$ cat config.mk
export PLATFORM = sky130hd
export DESIGN_NAME = lc4_processor
export DESIGN_NICKNAME = d
export VERILOG_FILES = /design/src/verilog/lc4_pkg.sv /design/src/verilog/lc4_decoder.sv /design/src/verilog/lc4_regfile.sv /design/src/verilog/lc4_alu.sv /design/src/verilog/lc4_hazard_unit.sv /design/src/verilog/lc4_processor.sv
export SDC_FILE = /design/constraint.sdc
export NUM_CORES = 1
export LEC_CHECK = 0
export ABC_AREA = 1
export BUFFER_PORTS_ARGS = -buffer_cell sky130_fd_sc_hd__clkbuf_2
export CORE_ASPECT_RATIO = 0.8
export CORE_UTILIZATION = 50
export CTS_BUF_LIST = sky130_fd_sc_hd__clkbuf_16
export CTS_CLUSTER_SIZE = 14
export DETAILED_ROUTE_END_ITERATION = 7
export PLACE_DENSITY_LB_ADDON = 0.2
export SLEW_MARGIN = 30
export SYNTH_ARGS = -nofsm -noshare
export SYNTH_HDL_FRONTEND = slang
export SYNTH_SLANG_ARGS = --single-unit
$ cat constraint.sdc
create_clock -name gwe -period 8.72 [get_ports gwe]
set_input_delay 1.308 -clock gwe [delete_from_list [all_inputs] [get_ports gwe]]
set_output_delay 1.308 -clock gwe [all_outputs]
set_load 0.1 [all_outputs]
$ cat src/verilog/lc4_pkg.sv
`default_nettype none

package lc4_pkg;

    // datapath words and register numbers
    typedef logic [15:0] word_t;
    typedef logic [2:0]  reg_sel_t;

    // condition bits, ordered negative, zero, positive
    typedef logic [2:0]  nzp_t;

    // trace stall code seen at writeback
    typedef logic [1:0]  stall_t;

    // operand bypass source for the execute stage
    typedef logic [1:0]  byp_t;

    localparam int N_REGS = 8;

    localparam stall_t STALL_NONE   = 2'd0;
    localparam stall_t STALL_BRANCH = 2'd2;
    localparam stall_t STALL_LOAD   = 2'd3;

    localparam byp_t BYP_NONE = 2'd0;
    localparam byp_t BYP_MEM  = 2'd1;
    localparam byp_t BYP_WB   = 2'd2;

    localparam word_t PC_RESET = 16'h8200;

    // all-zero word is a BR with no condition bits, so it never branches
    localparam word_t NOP_INSN = 16'h0000;

    // opcodes in bits 15:12
    localparam logic [3:0] OP_BR    = 4'b0000;
    localparam logic [3:0] OP_ARITH = 4'b0001;
    localparam logic [3:0] OP_LOGIC = 4'b0101;
    localparam logic [3:0] OP_LDR   = 4'b0110;
    localparam logic [3:0] OP_STR   = 4'b0111;
    localparam logic [3:0] OP_CONST = 4'b1001;

    // arithmetic sub-opcodes in bits 5:3, immediate form has bit 5 set
    localparam logic [2:0] SUB_ADD  = 3'b000;
    localparam logic [2:0] SUB_MUL  = 3'b001;
    localparam logic [2:0] SUB_SUB  = 3'b010;
    localparam logic [2:0] SUB_ADDI = 3'b1??;

    // logic sub-opcodes in bits 5:3
    localparam logic [2:0] SUB_AND  = 3'b000;
    localparam logic [2:0] SUB_NOT  = 3'b001;
    localparam logic [2:0] SUB_OR   = 3'b010;
    localparam logic [2:0] SUB_XOR  = 3'b011;
    localparam logic [2:0] SUB_ANDI = 3'b1??;

endpackage

`default_nettype wire

$ cat src/verilog/lc4_decoder.sv
`timescale 1ns/1ps
`default_nettype none

module lc4_decoder
    import lc4_pkg::*;
(
    input  word_t    i_insn,
    output reg_sel_t o_rs_sel,
    output reg_sel_t o_rt_sel,
    output reg_sel_t o_rd_sel,
    output logic     o_rs_re,
    output logic     o_rt_re,
    output logic     o_regfile_we,
    output logic     o_nzp_we,
    output logic     o_is_load,
    output logic     o_is_store,
    output logic     o_is_branch
);

    logic [3:0] opcode;
    logic [2:0] sub_op;

    assign opcode = i_insn[15:12];
    assign sub_op = i_insn[5:3];

    always_comb begin
        // field positions shared by most formats
        o_rs_sel     = i_insn[8:6];
        o_rt_sel     = i_insn[2:0];
        o_rd_sel     = i_insn[11:9];
        o_rs_re      = 1'b0;
        o_rt_re      = 1'b0;
        o_regfile_we = 1'b0;
        o_nzp_we     = 1'b0;
        o_is_load    = 1'b0;
        o_is_store   = 1'b0;
        o_is_branch  = 1'b0;

        case (opcode)
            OP_BR: begin
                // no condition bits means a NOP
                o_is_branch = (i_insn[11:9] != 3'b000);
            end
            OP_ARITH: begin
                casez (sub_op)
                    SUB_ADD, SUB_MUL, SUB_SUB: begin
                        o_rs_re      = 1'b1;
                        o_rt_re      = 1'b1;
                        o_regfile_we = 1'b1;
                        o_nzp_we     = 1'b1;
                    end
                    SUB_ADDI: begin
                        o_rs_re      = 1'b1;
                        o_regfile_we = 1'b1;
                        o_nzp_we     = 1'b1;
                    end
                    // divide is not implemented
                    default: ;
                endcase
            end
            OP_LOGIC: begin
                o_rs_re      = 1'b1;
                o_regfile_we = 1'b1;
                o_nzp_we     = 1'b1;
                casez (sub_op)
                    SUB_AND, SUB_OR, SUB_XOR: o_rt_re = 1'b1;
                    // NOT and the immediate form read rs only
                    default: o_rt_re = 1'b0;
                endcase
            end
            OP_LDR: begin
                o_rs_re      = 1'b1;
                o_regfile_we = 1'b1;
                o_nzp_we     = 1'b1;
                o_is_load    = 1'b1;
            end
            OP_STR: begin
                // store data register sits where a destination would
                o_rt_sel   = i_insn[11:9];
                o_rs_re    = 1'b1;
                o_rt_re    = 1'b1;
                o_is_store = 1'b1;
            end
            OP_CONST: begin
                o_regfile_we = 1'b1;
                o_nzp_we     = 1'b1;
            end
            default: ;
        endcase
    end

endmodule

`default_nettype wire

$ cat src/verilog/lc4_regfile.sv
`timescale 1ns/1ps
`default_nettype none

module lc4_regfile
    import lc4_pkg::*;
(
    input  logic     gwe,
    input  logic     i_rst,
    input  reg_sel_t i_rs_sel,
    input  reg_sel_t i_rt_sel,
    input  reg_sel_t i_rd_sel,
    input  word_t    i_wdata,
    input  logic     i_we,
    output word_t    o_rs_data,
    output word_t    o_rt_data
);

    word_t regs [N_REGS];

    always_ff @(posedge gwe) begin
        if (i_rst) begin
            for (int i = 0; i < N_REGS; i++) begin
                regs[i] <= '0;
            end
        end else if (i_we) begin
            regs[i_rd_sel] <= i_wdata;
        end
    end

    // write-through so decode sees the value retiring this cycle
    assign o_rs_data = (i_we && (i_rd_sel == i_rs_sel)) ? i_wdata : regs[i_rs_sel];
    assign o_rt_data = (i_we && (i_rd_sel == i_rt_sel)) ? i_wdata : regs[i_rt_sel];

endmodule

`default_nettype wire

$ cat src/verilog/lc4_alu.sv
`timescale 1ns/1ps
`default_nettype none

module lc4_alu
    import lc4_pkg::*;
(
    input  word_t i_insn,
    input  word_t i_pc,
    input  word_t i_rs_data,
    input  word_t i_rt_data,
    output word_t o_result
);

    logic [3:0] opcode;
    logic [2:0] sub_op;
    word_t      imm5;
    word_t      imm6;
    word_t      imm9;
    word_t      product;

    assign opcode = i_insn[15:12];
    assign sub_op = i_insn[5:3];

    // sign-extended immediates
    assign imm5 = {{11{i_insn[4]}}, i_insn[4:0]};
    assign imm6 = {{10{i_insn[5]}}, i_insn[5:0]};
    assign imm9 = {{7{i_insn[8]}}, i_insn[8:0]};

    // low half of the product only
    assign product = i_rs_data * i_rt_data;

    always_comb begin
        o_result = '0;
        case (opcode)
            OP_ARITH: begin
                casez (sub_op)
                    SUB_ADD:  o_result = i_rs_data + i_rt_data;
                    SUB_MUL:  o_result = product;
                    SUB_SUB:  o_result = i_rs_data - i_rt_data;
                    SUB_ADDI: o_result = i_rs_data + imm5;
                    default:  o_result = '0;
                endcase
            end
            OP_LOGIC: begin
                casez (sub_op)
                    SUB_AND:  o_result = i_rs_data & i_rt_data;
                    SUB_NOT:  o_result = ~i_rs_data;
                    SUB_OR:   o_result = i_rs_data | i_rt_data;
                    SUB_XOR:  o_result = i_rs_data ^ i_rt_data;
                    SUB_ANDI: o_result = i_rs_data & imm5;
                    default:  o_result = '0;
                endcase
            end
            // base plus offset for both memory forms
            OP_LDR, OP_STR: o_result = i_rs_data + imm6;
            OP_CONST: o_result = imm9;
            // branch target, relative to the next PC
            OP_BR: o_result = i_pc + 16'd1 + imm9;
            default: o_result = '0;
        endcase
    end

endmodule

`default_nettype wire

$ cat src/verilog/lc4_hazard_unit.sv
`timescale 1ns/1ps
`default_nettype none

module lc4_hazard_unit
    import lc4_pkg::*;
(
    input  reg_sel_t i_d_rs_sel,
    input  reg_sel_t i_d_rt_sel,
    input  logic     i_d_rs_re,
    input  logic     i_d_rt_re,
    input  logic     i_d_is_store,
    input  reg_sel_t i_x_rs_sel,
    input  reg_sel_t i_x_rt_sel,
    input  reg_sel_t i_x_rd_sel,
    input  logic     i_x_rs_re,
    input  logic     i_x_rt_re,
    input  logic     i_x_is_load,
    input  logic     i_x_is_branch,
    input  reg_sel_t i_m_rd_sel,
    input  reg_sel_t i_m_rt_sel,
    input  logic     i_m_regfile_we,
    input  logic     i_m_is_load,
    input  logic     i_m_is_store,
    input  reg_sel_t i_w_rd_sel,
    input  logic     i_w_regfile_we,
    input  logic     i_branch_taken,
    output logic     o_stall_load,
    output logic     o_flush,
    output byp_t     o_rs_byp,
    output byp_t     o_rt_byp,
    output logic     o_store_byp
);

    logic rs_dep;
    logic rt_dep;
    logic m_fwd;

    // store data from a load is picked up later by the WM path
    assign rs_dep = i_d_rs_re && (i_d_rs_sel == i_x_rd_sel);
    assign rt_dep = i_d_rt_re && !i_d_is_store && (i_d_rt_sel == i_x_rd_sel);

    assign o_stall_load = i_x_is_load && (rs_dep || rt_dep);

    assign o_flush = i_x_is_branch && i_branch_taken;

    // a load in memory holds an address, not data, so it never feeds MX
    assign m_fwd = i_m_regfile_we && !i_m_is_load;

    always_comb begin
        o_rs_byp = BYP_NONE;
        if (i_x_rs_re && m_fwd && (i_x_rs_sel == i_m_rd_sel)) begin
            o_rs_byp = BYP_MEM;
        end else if (i_x_rs_re && i_w_regfile_we && (i_x_rs_sel == i_w_rd_sel)) begin
            o_rs_byp = BYP_WB;
        end
    end

    always_comb begin
        o_rt_byp = BYP_NONE;
        if (i_x_rt_re && m_fwd && (i_x_rt_sel == i_m_rd_sel)) begin
            o_rt_byp = BYP_MEM;
        end else if (i_x_rt_re && i_w_regfile_we && (i_x_rt_sel == i_w_rd_sel)) begin
            o_rt_byp = BYP_WB;
        end
    end

    assign o_store_byp = i_m_is_store && i_w_regfile_we && (i_m_rt_sel == i_w_rd_sel);

endmodule

`default_nettype wire

$ cat src/verilog/lc4_processor.sv
`timescale 1ns/1ps
`default_nettype none

module lc4_processor
    import lc4_pkg::*;
(
    input  logic     gwe,
    input  logic     i_rst,
    output word_t    o_cur_pc,
    input  word_t    i_cur_insn,
    output word_t    o_dmem_addr,
    output logic     o_dmem_we,
    output word_t    o_dmem_towrite,
    input  word_t    i_cur_dmem_data,
    output stall_t   o_test_stall,
    output word_t    o_test_cur_pc,
    output word_t    o_test_cur_insn,
    output word_t    o_test_regfile_data,
    output logic     o_test_regfile_we,
    output reg_sel_t o_test_regfile_wsel,
    output logic     o_test_nzp_we,
    output nzp_t     o_test_nzp_new_bits
);

    function automatic nzp_t sign_bits(input word_t value);
        if (value == '0) begin
            return 3'b010;
        end else if (value[15]) begin
            return 3'b100;
        end
        return 3'b001;
    endfunction

    word_t    f_pc, next_pc;
    word_t    d_insn, d_pc;
    stall_t   d_stall;
    word_t    x_insn, x_pc, x_rs_data, x_rt_data, x_rs_val, x_rt_val;
    stall_t   x_stall;
    word_t    m_insn, m_pc, m_result, m_store_data;
    stall_t   m_stall;
    nzp_t     m_nzp;
    reg_sel_t m_rd_sel, m_rt_sel;
    logic     m_regfile_we, m_nzp_we, m_is_load, m_is_store;
    word_t    w_insn, w_pc, w_result, w_load_data, wb_data;
    stall_t   w_stall;
    nzp_t     w_nzp;
    reg_sel_t w_rd_sel;
    logic     w_regfile_we, w_nzp_we, w_is_load;
    nzp_t     nzp_reg, nzp_eff, alu_nzp, load_nzp;
    reg_sel_t d_rs_sel, d_rt_sel;
    logic     d_rs_re, d_rt_re, d_is_store;
    reg_sel_t x_rs_sel, x_rt_sel, x_rd_sel;
    logic     x_rs_re, x_rt_re, x_regfile_we, x_nzp_we, x_is_load, x_is_store, x_is_branch;
    word_t    rf_rs_data, rf_rt_data, alu_result;
    logic     stall_load, flush, branch_taken, store_byp;
    byp_t     rs_byp, rt_byp;

    lc4_decoder u_dec_d (
        .i_insn(d_insn), .o_rs_sel(d_rs_sel), .o_rt_sel(d_rt_sel), .o_rd_sel(),
        .o_rs_re(d_rs_re), .o_rt_re(d_rt_re), .o_regfile_we(), .o_nzp_we(),
        .o_is_load(), .o_is_store(d_is_store), .o_is_branch()
    );

    lc4_decoder u_dec_x (
        .i_insn(x_insn), .o_rs_sel(x_rs_sel), .o_rt_sel(x_rt_sel), .o_rd_sel(x_rd_sel),
        .o_rs_re(x_rs_re), .o_rt_re(x_rt_re), .o_regfile_we(x_regfile_we),
        .o_nzp_we(x_nzp_we), .o_is_load(x_is_load), .o_is_store(x_is_store),
        .o_is_branch(x_is_branch)
    );

    lc4_regfile u_regfile (
        .gwe(gwe), .i_rst(i_rst), .i_rs_sel(d_rs_sel), .i_rt_sel(d_rt_sel),
        .i_rd_sel(w_rd_sel), .i_wdata(wb_data), .i_we(w_regfile_we),
        .o_rs_data(rf_rs_data), .o_rt_data(rf_rt_data)
    );

    lc4_alu u_alu (
        .i_insn(x_insn), .i_pc(x_pc), .i_rs_data(x_rs_val), .i_rt_data(x_rt_val),
        .o_result(alu_result)
    );

    lc4_hazard_unit u_hazard (
        .i_d_rs_sel(d_rs_sel), .i_d_rt_sel(d_rt_sel), .i_d_rs_re(d_rs_re),
        .i_d_rt_re(d_rt_re), .i_d_is_store(d_is_store),
        .i_x_rs_sel(x_rs_sel), .i_x_rt_sel(x_rt_sel), .i_x_rd_sel(x_rd_sel),
        .i_x_rs_re(x_rs_re), .i_x_rt_re(x_rt_re), .i_x_is_load(x_is_load),
        .i_x_is_branch(x_is_branch),
        .i_m_rd_sel(m_rd_sel), .i_m_rt_sel(m_rt_sel), .i_m_regfile_we(m_regfile_we),
        .i_m_is_load(m_is_load), .i_m_is_store(m_is_store),
        .i_w_rd_sel(w_rd_sel), .i_w_regfile_we(w_regfile_we),
        .i_branch_taken(branch_taken),
        .o_stall_load(stall_load), .o_flush(flush), .o_rs_byp(rs_byp),
        .o_rt_byp(rt_byp), .o_store_byp(store_byp)
    );

    // fetch and decode hold together on a load-to-use stall
    assign next_pc = flush ? alu_result : f_pc + 16'd1;

    always_ff @(posedge gwe) begin
        if (i_rst) begin
            f_pc    <= PC_RESET;
            d_insn  <= NOP_INSN;
            d_stall <= STALL_BRANCH;
        end else if (!stall_load) begin
            f_pc    <= next_pc;
            d_insn  <= flush ? NOP_INSN : i_cur_insn;
            d_stall <= flush ? STALL_BRANCH : STALL_NONE;
        end
    end

    always_ff @(posedge gwe) begin
        if (!stall_load) begin
            d_pc <= f_pc;
        end
    end

    // execute takes a bubble on flush or stall
    always_ff @(posedge gwe) begin
        if (i_rst || flush) begin
            x_insn  <= NOP_INSN;
            x_stall <= STALL_BRANCH;
        end else if (stall_load) begin
            x_insn  <= NOP_INSN;
            x_stall <= STALL_LOAD;
        end else begin
            x_insn  <= d_insn;
            x_stall <= d_stall;
        end
    end

    always_ff @(posedge gwe) begin
        x_pc      <= d_pc;
        x_rs_data <= rf_rs_data;
        x_rt_data <= rf_rt_data;
    end

    // MX and WX operand bypass
    assign x_rs_val = (rs_byp == BYP_MEM) ? m_result :
                      (rs_byp == BYP_WB)  ? wb_data  : x_rs_data;
    assign x_rt_val = (rt_byp == BYP_MEM) ? m_result :
                      (rt_byp == BYP_WB)  ? wb_data  : x_rt_data;

    // a load in memory is the newest condition writer ahead of a branch
    assign alu_nzp      = sign_bits(alu_result);
    assign load_nzp     = sign_bits(i_cur_dmem_data);
    assign nzp_eff      = m_is_load ? load_nzp : nzp_reg;
    assign branch_taken = |(nzp_eff & x_insn[11:9]);

    always_ff @(posedge gwe) begin
        if (i_rst) begin
            nzp_reg <= '0;
        end else if (x_nzp_we && !x_is_load) begin
            nzp_reg <= alu_nzp;
        end else if (m_is_load) begin
            nzp_reg <= load_nzp;
        end
    end

    always_ff @(posedge gwe) begin
        if (i_rst) begin
            m_insn       <= NOP_INSN;
            m_stall      <= STALL_BRANCH;
            m_regfile_we <= 1'b0;
            m_nzp_we     <= 1'b0;
            m_is_load    <= 1'b0;
            m_is_store   <= 1'b0;
        end else begin
            m_insn       <= x_insn;
            m_stall      <= x_stall;
            m_regfile_we <= x_regfile_we;
            m_nzp_we     <= x_nzp_we;
            m_is_load    <= x_is_load;
            m_is_store   <= x_is_store;
        end
    end

    always_ff @(posedge gwe) begin
        m_pc         <= x_pc;
        m_result     <= alu_result;
        m_store_data <= x_rt_val;
        m_nzp        <= alu_nzp;
        m_rd_sel     <= x_rd_sel;
        m_rt_sel     <= x_rt_sel;
    end

    // data memory port, address comes from the execute result
    assign o_dmem_addr    = (m_is_load || m_is_store) ? m_result : '0;
    assign o_dmem_we      = m_is_store;
    assign o_dmem_towrite = store_byp ? wb_data : m_store_data;

    always_ff @(posedge gwe) begin
        if (i_rst) begin
            w_insn       <= NOP_INSN;
            w_stall      <= STALL_BRANCH;
            w_regfile_we <= 1'b0;
            w_nzp_we     <= 1'b0;
            w_is_load    <= 1'b0;
        end else begin
            w_insn       <= m_insn;
            w_stall      <= m_stall;
            w_regfile_we <= m_regfile_we;
            w_nzp_we     <= m_nzp_we;
            w_is_load    <= m_is_load;
        end
    end

    always_ff @(posedge gwe) begin
        w_pc        <= m_pc;
        w_result    <= m_result;
        w_load_data <= i_cur_dmem_data;
        w_nzp       <= m_is_load ? load_nzp : m_nzp;
        w_rd_sel    <= m_rd_sel;
    end

    assign wb_data = w_is_load ? w_load_data : w_result;

    assign o_cur_pc            = f_pc;
    assign o_test_stall        = w_stall;
    assign o_test_cur_pc       = w_pc;
    assign o_test_cur_insn     = w_insn;
    assign o_test_regfile_data = wb_data;
    assign o_test_regfile_we   = w_regfile_we;
    assign o_test_regfile_wsel = w_rd_sel;
    assign o_test_nzp_we       = w_nzp_we;
    assign o_test_nzp_new_bits = w_nzp;

endmodule

`default_nettype wire

# Word-level counts from Yosys, hierarchy flattened
# Memory sizes are Yosys's and may differ from the RTL's. A register that Yosys moved wholly into a read port is not among the register bits.
# Index checks and enable logic that the tools add are counted.
dict set report totals {
  regBits 271
  mem_bits_rw 128
  input_bits 34
  output_inout_bits 107
  elab_cells 178
  mem_count 1
}
# name depth width rd rd_clocked_by_memory_dff write_ports line_no
set mem_list {}
lappend mem_list {u_regfile.regs 8 16 2 1 8 lc4_regfile.sv:18} ;# word_t regs [N_REGS];
dict set report op_classes {
  n_addsub 7
  mul 1
  n_eq_ne 28
  mux 60
  bitwise 6
  reduce_logical 44
}
# cell count
set ops {}
lappend ops {{16-bit two-way mux} 12}
lappend ops {{16-bit case mux with 5 select lines} 2}
lappend ops {{16-bit adder} 4}
lappend ops {{16-bit case mux with 4 select lines} 1}
lappend ops {{3-bit two-way mux} 14}
lappend ops {{16-bit by 1-bit adder with 16-bit output (second input constant)} 2}
lappend ops {{16-bit AND} 2}
lappend ops {{16-bit zero test} 2}
lappend ops {{3-bit == test} 9}
lappend ops {{4-bit by 3-bit == test with 1-bit output (second input constant)} 6}
lappend ops {{3-bit OR reduction} 8}
lappend ops {{1-bit two-way mux} 21}
lappend ops {{1-bit logical AND} 19}
lappend ops {{16-bit by 16-bit multiplier with 16-bit output} 1}
lappend ops {{16-bit inverter} 1}
lappend ops {{16-bit bitwise OR} 1}
lappend ops {{16-bit OR reduction} 1}
lappend ops {{16-bit subtractor} 1}
lappend ops {{16-bit bitwise XOR} 1}
lappend ops {{3-bit by 2-bit == test with 1-bit output (second input constant)} 4}
lappend ops {{2-bit two-way mux} 5}
lappend ops {{4-bit by 1-bit == test with 1-bit output (second input constant)} 2}
lappend ops {{4-bit OR reduction} 2}
lappend ops {{3-bit by 1-bit == test with 1-bit output (second input constant)} 2}
lappend ops {{other kinds (12)} 23}

# Depth between registers and ports, before layout
dict set report depth {
  depth_word 18
  depth_mapped 48
  ltp_nobuf 47
}

# Modules after synthesis
# Synthesis repeated with hierarchy kept, for this count alone.
dict set report unflattened {
  cells_unflattened 3483
  area_unflattened_um2 25653.4
}
# mod instances cells_per_inst area_per_inst_um2 seq_area_each_um2
set by_module_without_submodules {}
lappend by_module_without_submodules {lc4_alu 1 1404 8579.5 0.0}
lappend by_module_without_submodules {lc4_processor 1 836 8405.6 5605.4}
lappend by_module_without_submodules {lc4_regfile 1 1057 7793.7 3843.7}
lappend by_module_without_submodules {lc4_decoder 2 47 235.2 0.0}
lappend by_module_without_submodules {lc4_hazard_unit 1 92 404.1 0.0}

# Worst setup path before layout
# No wires, ideal clock.
dict set report synth_timing {
  kind {register to register}
  startpoint {register w_rd_sel[1], in the netlist o_test_regfile_wsel[1]}
  endpoint {register nzp_reg[1]}
  setup_ps 70
  arrival_ps 7576
  slack_ps 1075
  path_stages_with_launch 41
  path_buffers 3
  cell_sequence {dfxtp_1 buf_2 inv_1 nand3_1 nand2_1 nor2_4 buf_4 nand3_1 nand3_1 nand2_2 inv_1 clkbuf_1 nor2_1 fa_1 inv_1 fa_1 fa_1 fa_1 (+5 left out) ha_1 nand2_1 nor3_1 nand3_1 o2111ai_1 nand2_1 inv_1 o21ai_0 nand2_1 a21oi_1 o21ai_0 o21a_1 nor2_1 nor2_1 nand4_1 nor2_1 nand3_1 a21oi_1}
}
dict set report synth_via {
  elab_chain_len 14
}
# item line_no
set synth_lines {}
lappend synth_lines {{start, declared} lc4_processor.sv:47} ;# reg_sel_t w_rd_sel;
lappend synth_lines {{start signal, assigned} lc4_processor.sv:212} ;# w_rd_sel <= m_rd_sel;
lappend synth_lines {{3-bit == test (*)} lc4_hazard_unit.sv:62} ;# end else if (i_x_rt_re && i_w_regfile_we && (i_x_rt_sel == i_w_rd_sel)) begin
lappend synth_lines {{1-bit logical AND (*)} lc4_hazard_unit.sv:62}
lappend synth_lines {{2-bit two-way mux (*)} lc4_hazard_unit.sv:62}
lappend synth_lines {{2-bit two-way mux (*)} lc4_hazard_unit.sv:60} ;# if (i_x_rt_re && m_fwd && (i_x_rt_sel == i_m_rd_sel)) begin
lappend synth_lines {{2-bit == test} lc4_processor.sv:141} ;# (rt_byp == BYP_WB) ? wb_data : x_rt_data;
lappend synth_lines {{16-bit two-way mux} lc4_processor.sv:141}
lappend synth_lines {{16-bit two-way mux (*)} lc4_processor.sv:140} ;# assign x_rt_val = (rt_byp == BYP_MEM) ? m_result :
lappend synth_lines {{via u_alu.i_rt_data[4]} lc4_alu.sv:10} ;# input word_t i_rt_data,
lappend synth_lines {{16-bit by 16-bit multiplier with 16-bit output (tied with other cells)} lc4_alu.sv:30} ;# assign product = i_rs_data * i_rt_data;
lappend synth_lines {{16-bit case mux with 4 select lines or 16-bit case mux with 5 select lines (tied branches)} {lc4_alu.sv:36, lc4_alu.sv:45}}
lappend synth_lines {{16-bit case mux with 5 select lines (*)} lc4_alu.sv:34} ;# case (opcode)
lappend synth_lines {{16-bit zero test or 1-bit two-way mux (tied branches)} {lc4_processor.sv:26, lc4_processor.sv:28}}
lappend synth_lines {{3-bit two-way mux or 1-bit two-way mux (tied branches)} lc4_processor.sv:26} ;# if (value == '0) begin
lappend synth_lines {{3-bit two-way mux (*)} lc4_processor.sv:31} ;# return 3'b001;
lappend synth_lines {{3-bit two-way mux (*)} lc4_processor.sv:152} ;# end else if (x_nzp_we && !x_is_load) begin
lappend synth_lines {{end signal, assigned} lc4_processor.sv:153} ;# nzp_reg <= alu_nzp;
lappend synth_lines {{end signal, assigned} lc4_processor.sv:155} ;# nzp_reg <= load_nzp;
lappend synth_lines {{end, declared} lc4_processor.sv:49} ;# nzp_t nzp_reg, nzp_eff, alu_nzp, load_nzp;
# Mark *: on every way through the listed nets, which the timed path passes. The rest lies on a longest branch.
# A chain may end at the register's enable or synchronous reset.

# Worst setup path in the final report
dict set report layout_timing {
  startpoint {register w_rd_sel[0], in the netlist o_test_regfile_wsel[0]}
  endpoint {register nzp_reg[1]}
}
dict set report layout_via {
  elab_chain_len 14
}
# item line_no
set layout_lines {}
lappend layout_lines {{3-bit == test (on tied branches)} {lc4_hazard_unit.sv:53, lc4_hazard_unit.sv:62}}
lappend layout_lines {{1-bit logical AND (on tied branches)} {lc4_hazard_unit.sv:53, lc4_hazard_unit.sv:62}}
lappend layout_lines {{2-bit two-way mux (on tied branches)} {lc4_hazard_unit.sv:53, lc4_hazard_unit.sv:62}}
lappend layout_lines {{2-bit two-way mux (on tied branches)} {lc4_hazard_unit.sv:51, lc4_hazard_unit.sv:60}}
lappend layout_lines {{2-bit == test (on tied branches)} {lc4_processor.sv:139, lc4_processor.sv:141}}
lappend layout_lines {{16-bit two-way mux (on tied branches)} {lc4_processor.sv:139, lc4_processor.sv:141}}
lappend layout_lines {{16-bit two-way mux (on tied branches)} {lc4_processor.sv:138, lc4_processor.sv:140}}
lappend layout_lines {{16-bit by 16-bit multiplier with 16-bit output (tied with other cells)} lc4_alu.sv:30}
lappend layout_lines {{16-bit case mux with 4 select lines or 16-bit case mux with 5 select lines (tied branches)} {lc4_alu.sv:36, lc4_alu.sv:45}}
lappend layout_lines {{16-bit case mux with 5 select lines (*)} lc4_alu.sv:34}
lappend layout_lines {{16-bit zero test or 1-bit two-way mux (tied branches)} {lc4_processor.sv:26, lc4_processor.sv:28}}
lappend layout_lines {{3-bit two-way mux or 1-bit two-way mux (tied branches)} lc4_processor.sv:26}
lappend layout_lines {{3-bit two-way mux (*)} lc4_processor.sv:31}
lappend layout_lines {{3-bit two-way mux (*)} lc4_processor.sv:152}
# Mark *: on every way between the ends. The rest lies on a longest branch, timed or not.

==> flow_metrics.py <==
metrics = {
    "status": {
        "status": "finished, violations left",
        "violations": "design-rule violations",
    },
    "detailed_routing": {
        "vias": 22900,
        "wl_per_cell_um": 23.5,
        "drc": 8,
        "ant_nets": 0,
        "drtPass1Iterations": 8,
        "drt_iter0_drc": 2685,
        "drt-total-wl_um": 91100,
        "viasPerCell": 5.91,
    },
    "worst_setup_path": {
        "cp.required_ps": 9230,
        "r2r_slack_ps": 520,
        "endpoint_kind": "register",
        "worstSetupStartpointType": "register",
        "timing.rr.end": "nzp_reg[1]$_SDFF_PP0_",
        "critPathArrivalTime_ps": 8710,
        "path_class": "reg -> reg",
        "timing.rr.start": "o_test_regfile_wsel[0]$_DFF_P_",
        "reg2reg_depth": 36,
        "critPathLaunch": "o_test_regfile_wsel[0]$_DFF_P_",
        "worstPathMaxFanout": 22,
        "slowest_delay_ps": 550,
        "crit_end": "nzp_reg[1]$_SDFF_PP0_",
        "critPathSlowestCell": "fa_1",
    },
    "pwr": {
        "p_per_area_nw_per_um2": 261,
        "ir_worst_vdd_mv": 0.208,
        "netSwitchingFraction_pct": 44.1,
        "power.internal_mw": 3.92,
        "p_switching_mw": 3.09,
        "clkPwrFrac_pct": 22.7,
        "sequentialPowerShare_pct": 30.5,
        "p_leak_nw": 12.3,
        "p_comb_share_pct": 46.7,
    },
    "cells_and_area": {
        "areaGrowthSynthToFinish_pct": 11.5,
        "register_area_um2": 9470,
        "num_antenna_cells": 0,
        "layout-drive-gt1-share_pct": 11.2,
        "final_area_um2": 26900,
        "top_register": "u_regfile.regs",
        "fillCellCount": 4409,
        "largest_reg_flops": 128,
        "nets": 3456,
        "multiInputGateArea_um2": 12300,
        "post-route-util_pct": 56.8,
    },
    "yosys": {
        "syn_inst": 3098,
        "synthMuxAreaShare_pct": 0,
        "synth_xor_area_share_pct": 1.16,
        "ys_warn_count": 0,
        "yosysUniqueCellTypes": 62,
        "synth_edf_count": 144,
        "synth-compound-area-share_pct": 17.4,
        "yosysSeqAreaShare_pct": 39.3,
        "yosys_register_bits": 401,
        "syn_nets": 3335,
        "syn_area_per_cell_um2": 7.77,
        "synth-adder-area-share_pct": 13.1,
        "ys_async_sr_fraction_pct": 0,
        "syn_area_um2": 24100,
        "ys.flop_type": "dfxtp_1",
        "synth_top_family_by_area": "simple AND/OR/NAND/NOR gates",
        "yosys.area_share.simple_pct": 19.2,
    },
    "sta": {
        "maxSlewHeadroom_pct": 29.3,
        "setup_viol": 0,
        "fin_crit_ps": 8200,
        "setup_tns_ps": 0,
        "clock_skew_ps": 39.4,
        "slew_viol_final": 0,
        "tightest_slew_ps": 1060,
        "min_period_over_period_pct": 94.0,
        "rsz0062_at_grt": "false",
        "finalHoldViolCount": 0,
        "fmax_mhz": 122,
    },
    "clock_network": {
        "cts_root_buf": "clkbuf_16",
        "clock-sinks": 401,
        "cts_buffers": 40,
        "clock_latency_ps": 590,
        "cts_hold_buf": 0,
        "path_clk_slew_ps": 70,
        "h-tree-depth": 2,
        "cts_tree": "built",
        "clockBufferDepth": 3,
    },
    "placed_design": {
        "placed_cell_area_um2": 25600,
        "portBuffers": 140,
        "hpwl_um": 67600,
        "place_congestion": 1.02,
    },
    "global_route": {
        "grtUsageTotal_pct": 37.3,
        "antenna_found_initial": 0,
        "grt_max_degree": 69,
        "grt_pass1_vias": 21400,
        "grt_pass1_wl_um": 136000,
        "grt_overflow": 0,
    },
    "die": {
        "num_rows": 71,
        "core_um2": 47300,
        "die_h_um": 198,
        "fp.dieW_um": 247,
        "initial_core_util_pct": 51.0,
        "io_pins": 141,
        "die_area_um2": 49100,
    },
    "run": {
        "drv_cap": 0,
    },
    "worst_hold_path": {
        "hp-class": "reg -> reg",
    },
}
-- layer usage --
metal  share of wire (%)  up-vias  global-route usage (%)  wire [um]
met1                  45    10900                    55.5      40600
met4                 2.5        0                    9.04       2280
met3                  12      174                    8.81      10900
met5                   0        -                       0          0
met2                  41     1375                    54.0      37400
li1                    -    10400                       -          -
-- critical path: cells and delay by family, from the launching register on --
| family | cells | cell delay, ps |
|---|---|---|
| compound gates | 6 | 1580 |
| fa+ha+maj | 7 | 3310 |
| buf+inv | 7 | 720 |
| simple gates | 16 | 2020 |
| flops | 1 | 490 |
-- cells in the final DEF, fill, tap and decap left out, drive strengths merged, types with 14 or more instances in the layout --
cell	count
dfxtp	257
inv	480
clkinv	24
nand2	498
a211oi	17
xor2	22
ha	120
edfxtp	144
nor2	442
a31oi	14
o211ai	24
o221ai	30
a21oi	245
o311ai	15
nand3	125
o21ai	320
clkbuf	179
buf	79
fa	83
nor3	18
-- timing repair --
item	4_1_cts	5_1_grt
gates resized for setup	0	5
endpoints found under the hold margin	0	0
buffers inserted	0	5
endpoints found under the setup margin	0	3
-- power by group through the flow --
stage	clock [mW]	sequential, mW	combinational, mW
floorplan	0	2.20	2.11
global placement	0	2.17	3.14
detailed placement	0	2.18	3.19
CTS	1.61	2.14	3.21
global route	1.69	2.15	3.58
finish	1.59	2.14	3.28
-- synthesized netlist by cell type (all sizes together), types with 22 or more instances --
cell,instances,share of area [%]
nand2,498,8.0
fa,83,6.9
o221ai,30,1.1
xor2,22,0.80
inv,462,7.2
buf,24,0.64
ha,120,6.2
clkbuf,115,1.8
nor2,442,7.1
dfxtp,257,21
o21ai,320,6.8
nand3,125,2.7
a21oi,245,5.1
edfxtp,144,18
o211ai,24,0.77
-- cells by family (layout without fill, tap and decap cells) --
kind of cell / count (synthesis) / in the layout
and+or+nand+nor: 1121 / 1121
buffers and inverters: 612 / 763
DFF: 401 / 401
xor gates and xnor gates: 32 / 32
AOI/OAI and AO/OA: 729 / 729
adders and majority gates: 203 / 203
-- worst min-delay path by stage --
stage                           from                         to  slack (ps)  cells after the start
floorplan            m_pc[0]$_DFF_P_   o_test_cur_pc[0]$_DFF_P_         310                      0
global placement     m_pc[4]$_DFF_P_   o_test_cur_pc[4]$_DFF_P_         310                      0
detailed placement   m_pc[1]$_DFF_P_   o_test_cur_pc[1]$_DFF_P_         310                      0
CTS                 m_pc[15]$_DFF_P_  o_test_cur_pc[15]$_DFF_P_         330                      0
global route        m_pc[13]$_DFF_P_  o_test_cur_pc[13]$_DFF_P_         330                      0
finish              m_pc[14]$_DFF_P_  o_test_cur_pc[14]$_DFF_P_         330                      0
-- cell type report --
type	count	area share (%)
multi-input cells	2085	45.9
clock inverters	32	0.666
flip-flops and latches	401	35.3
clock buffers	40	3.73
well taps	620	2.89
inverters	473	6.65
repair buffers	218	4.86
-- through the flow --
stage	hold slack, ps	worst slack [ps]	cells	total power [mW]
global route	330	12.7	3869	7.41
detailed placement	312	594	3792	5.36
CTS	327	566	3864	6.95
finish	325	522	3869	7.01
floorplan	310	1070	3098	4.31
global placement	310	657	3791	5.32
Note: power is estimated with default switching activity, not from simulation.
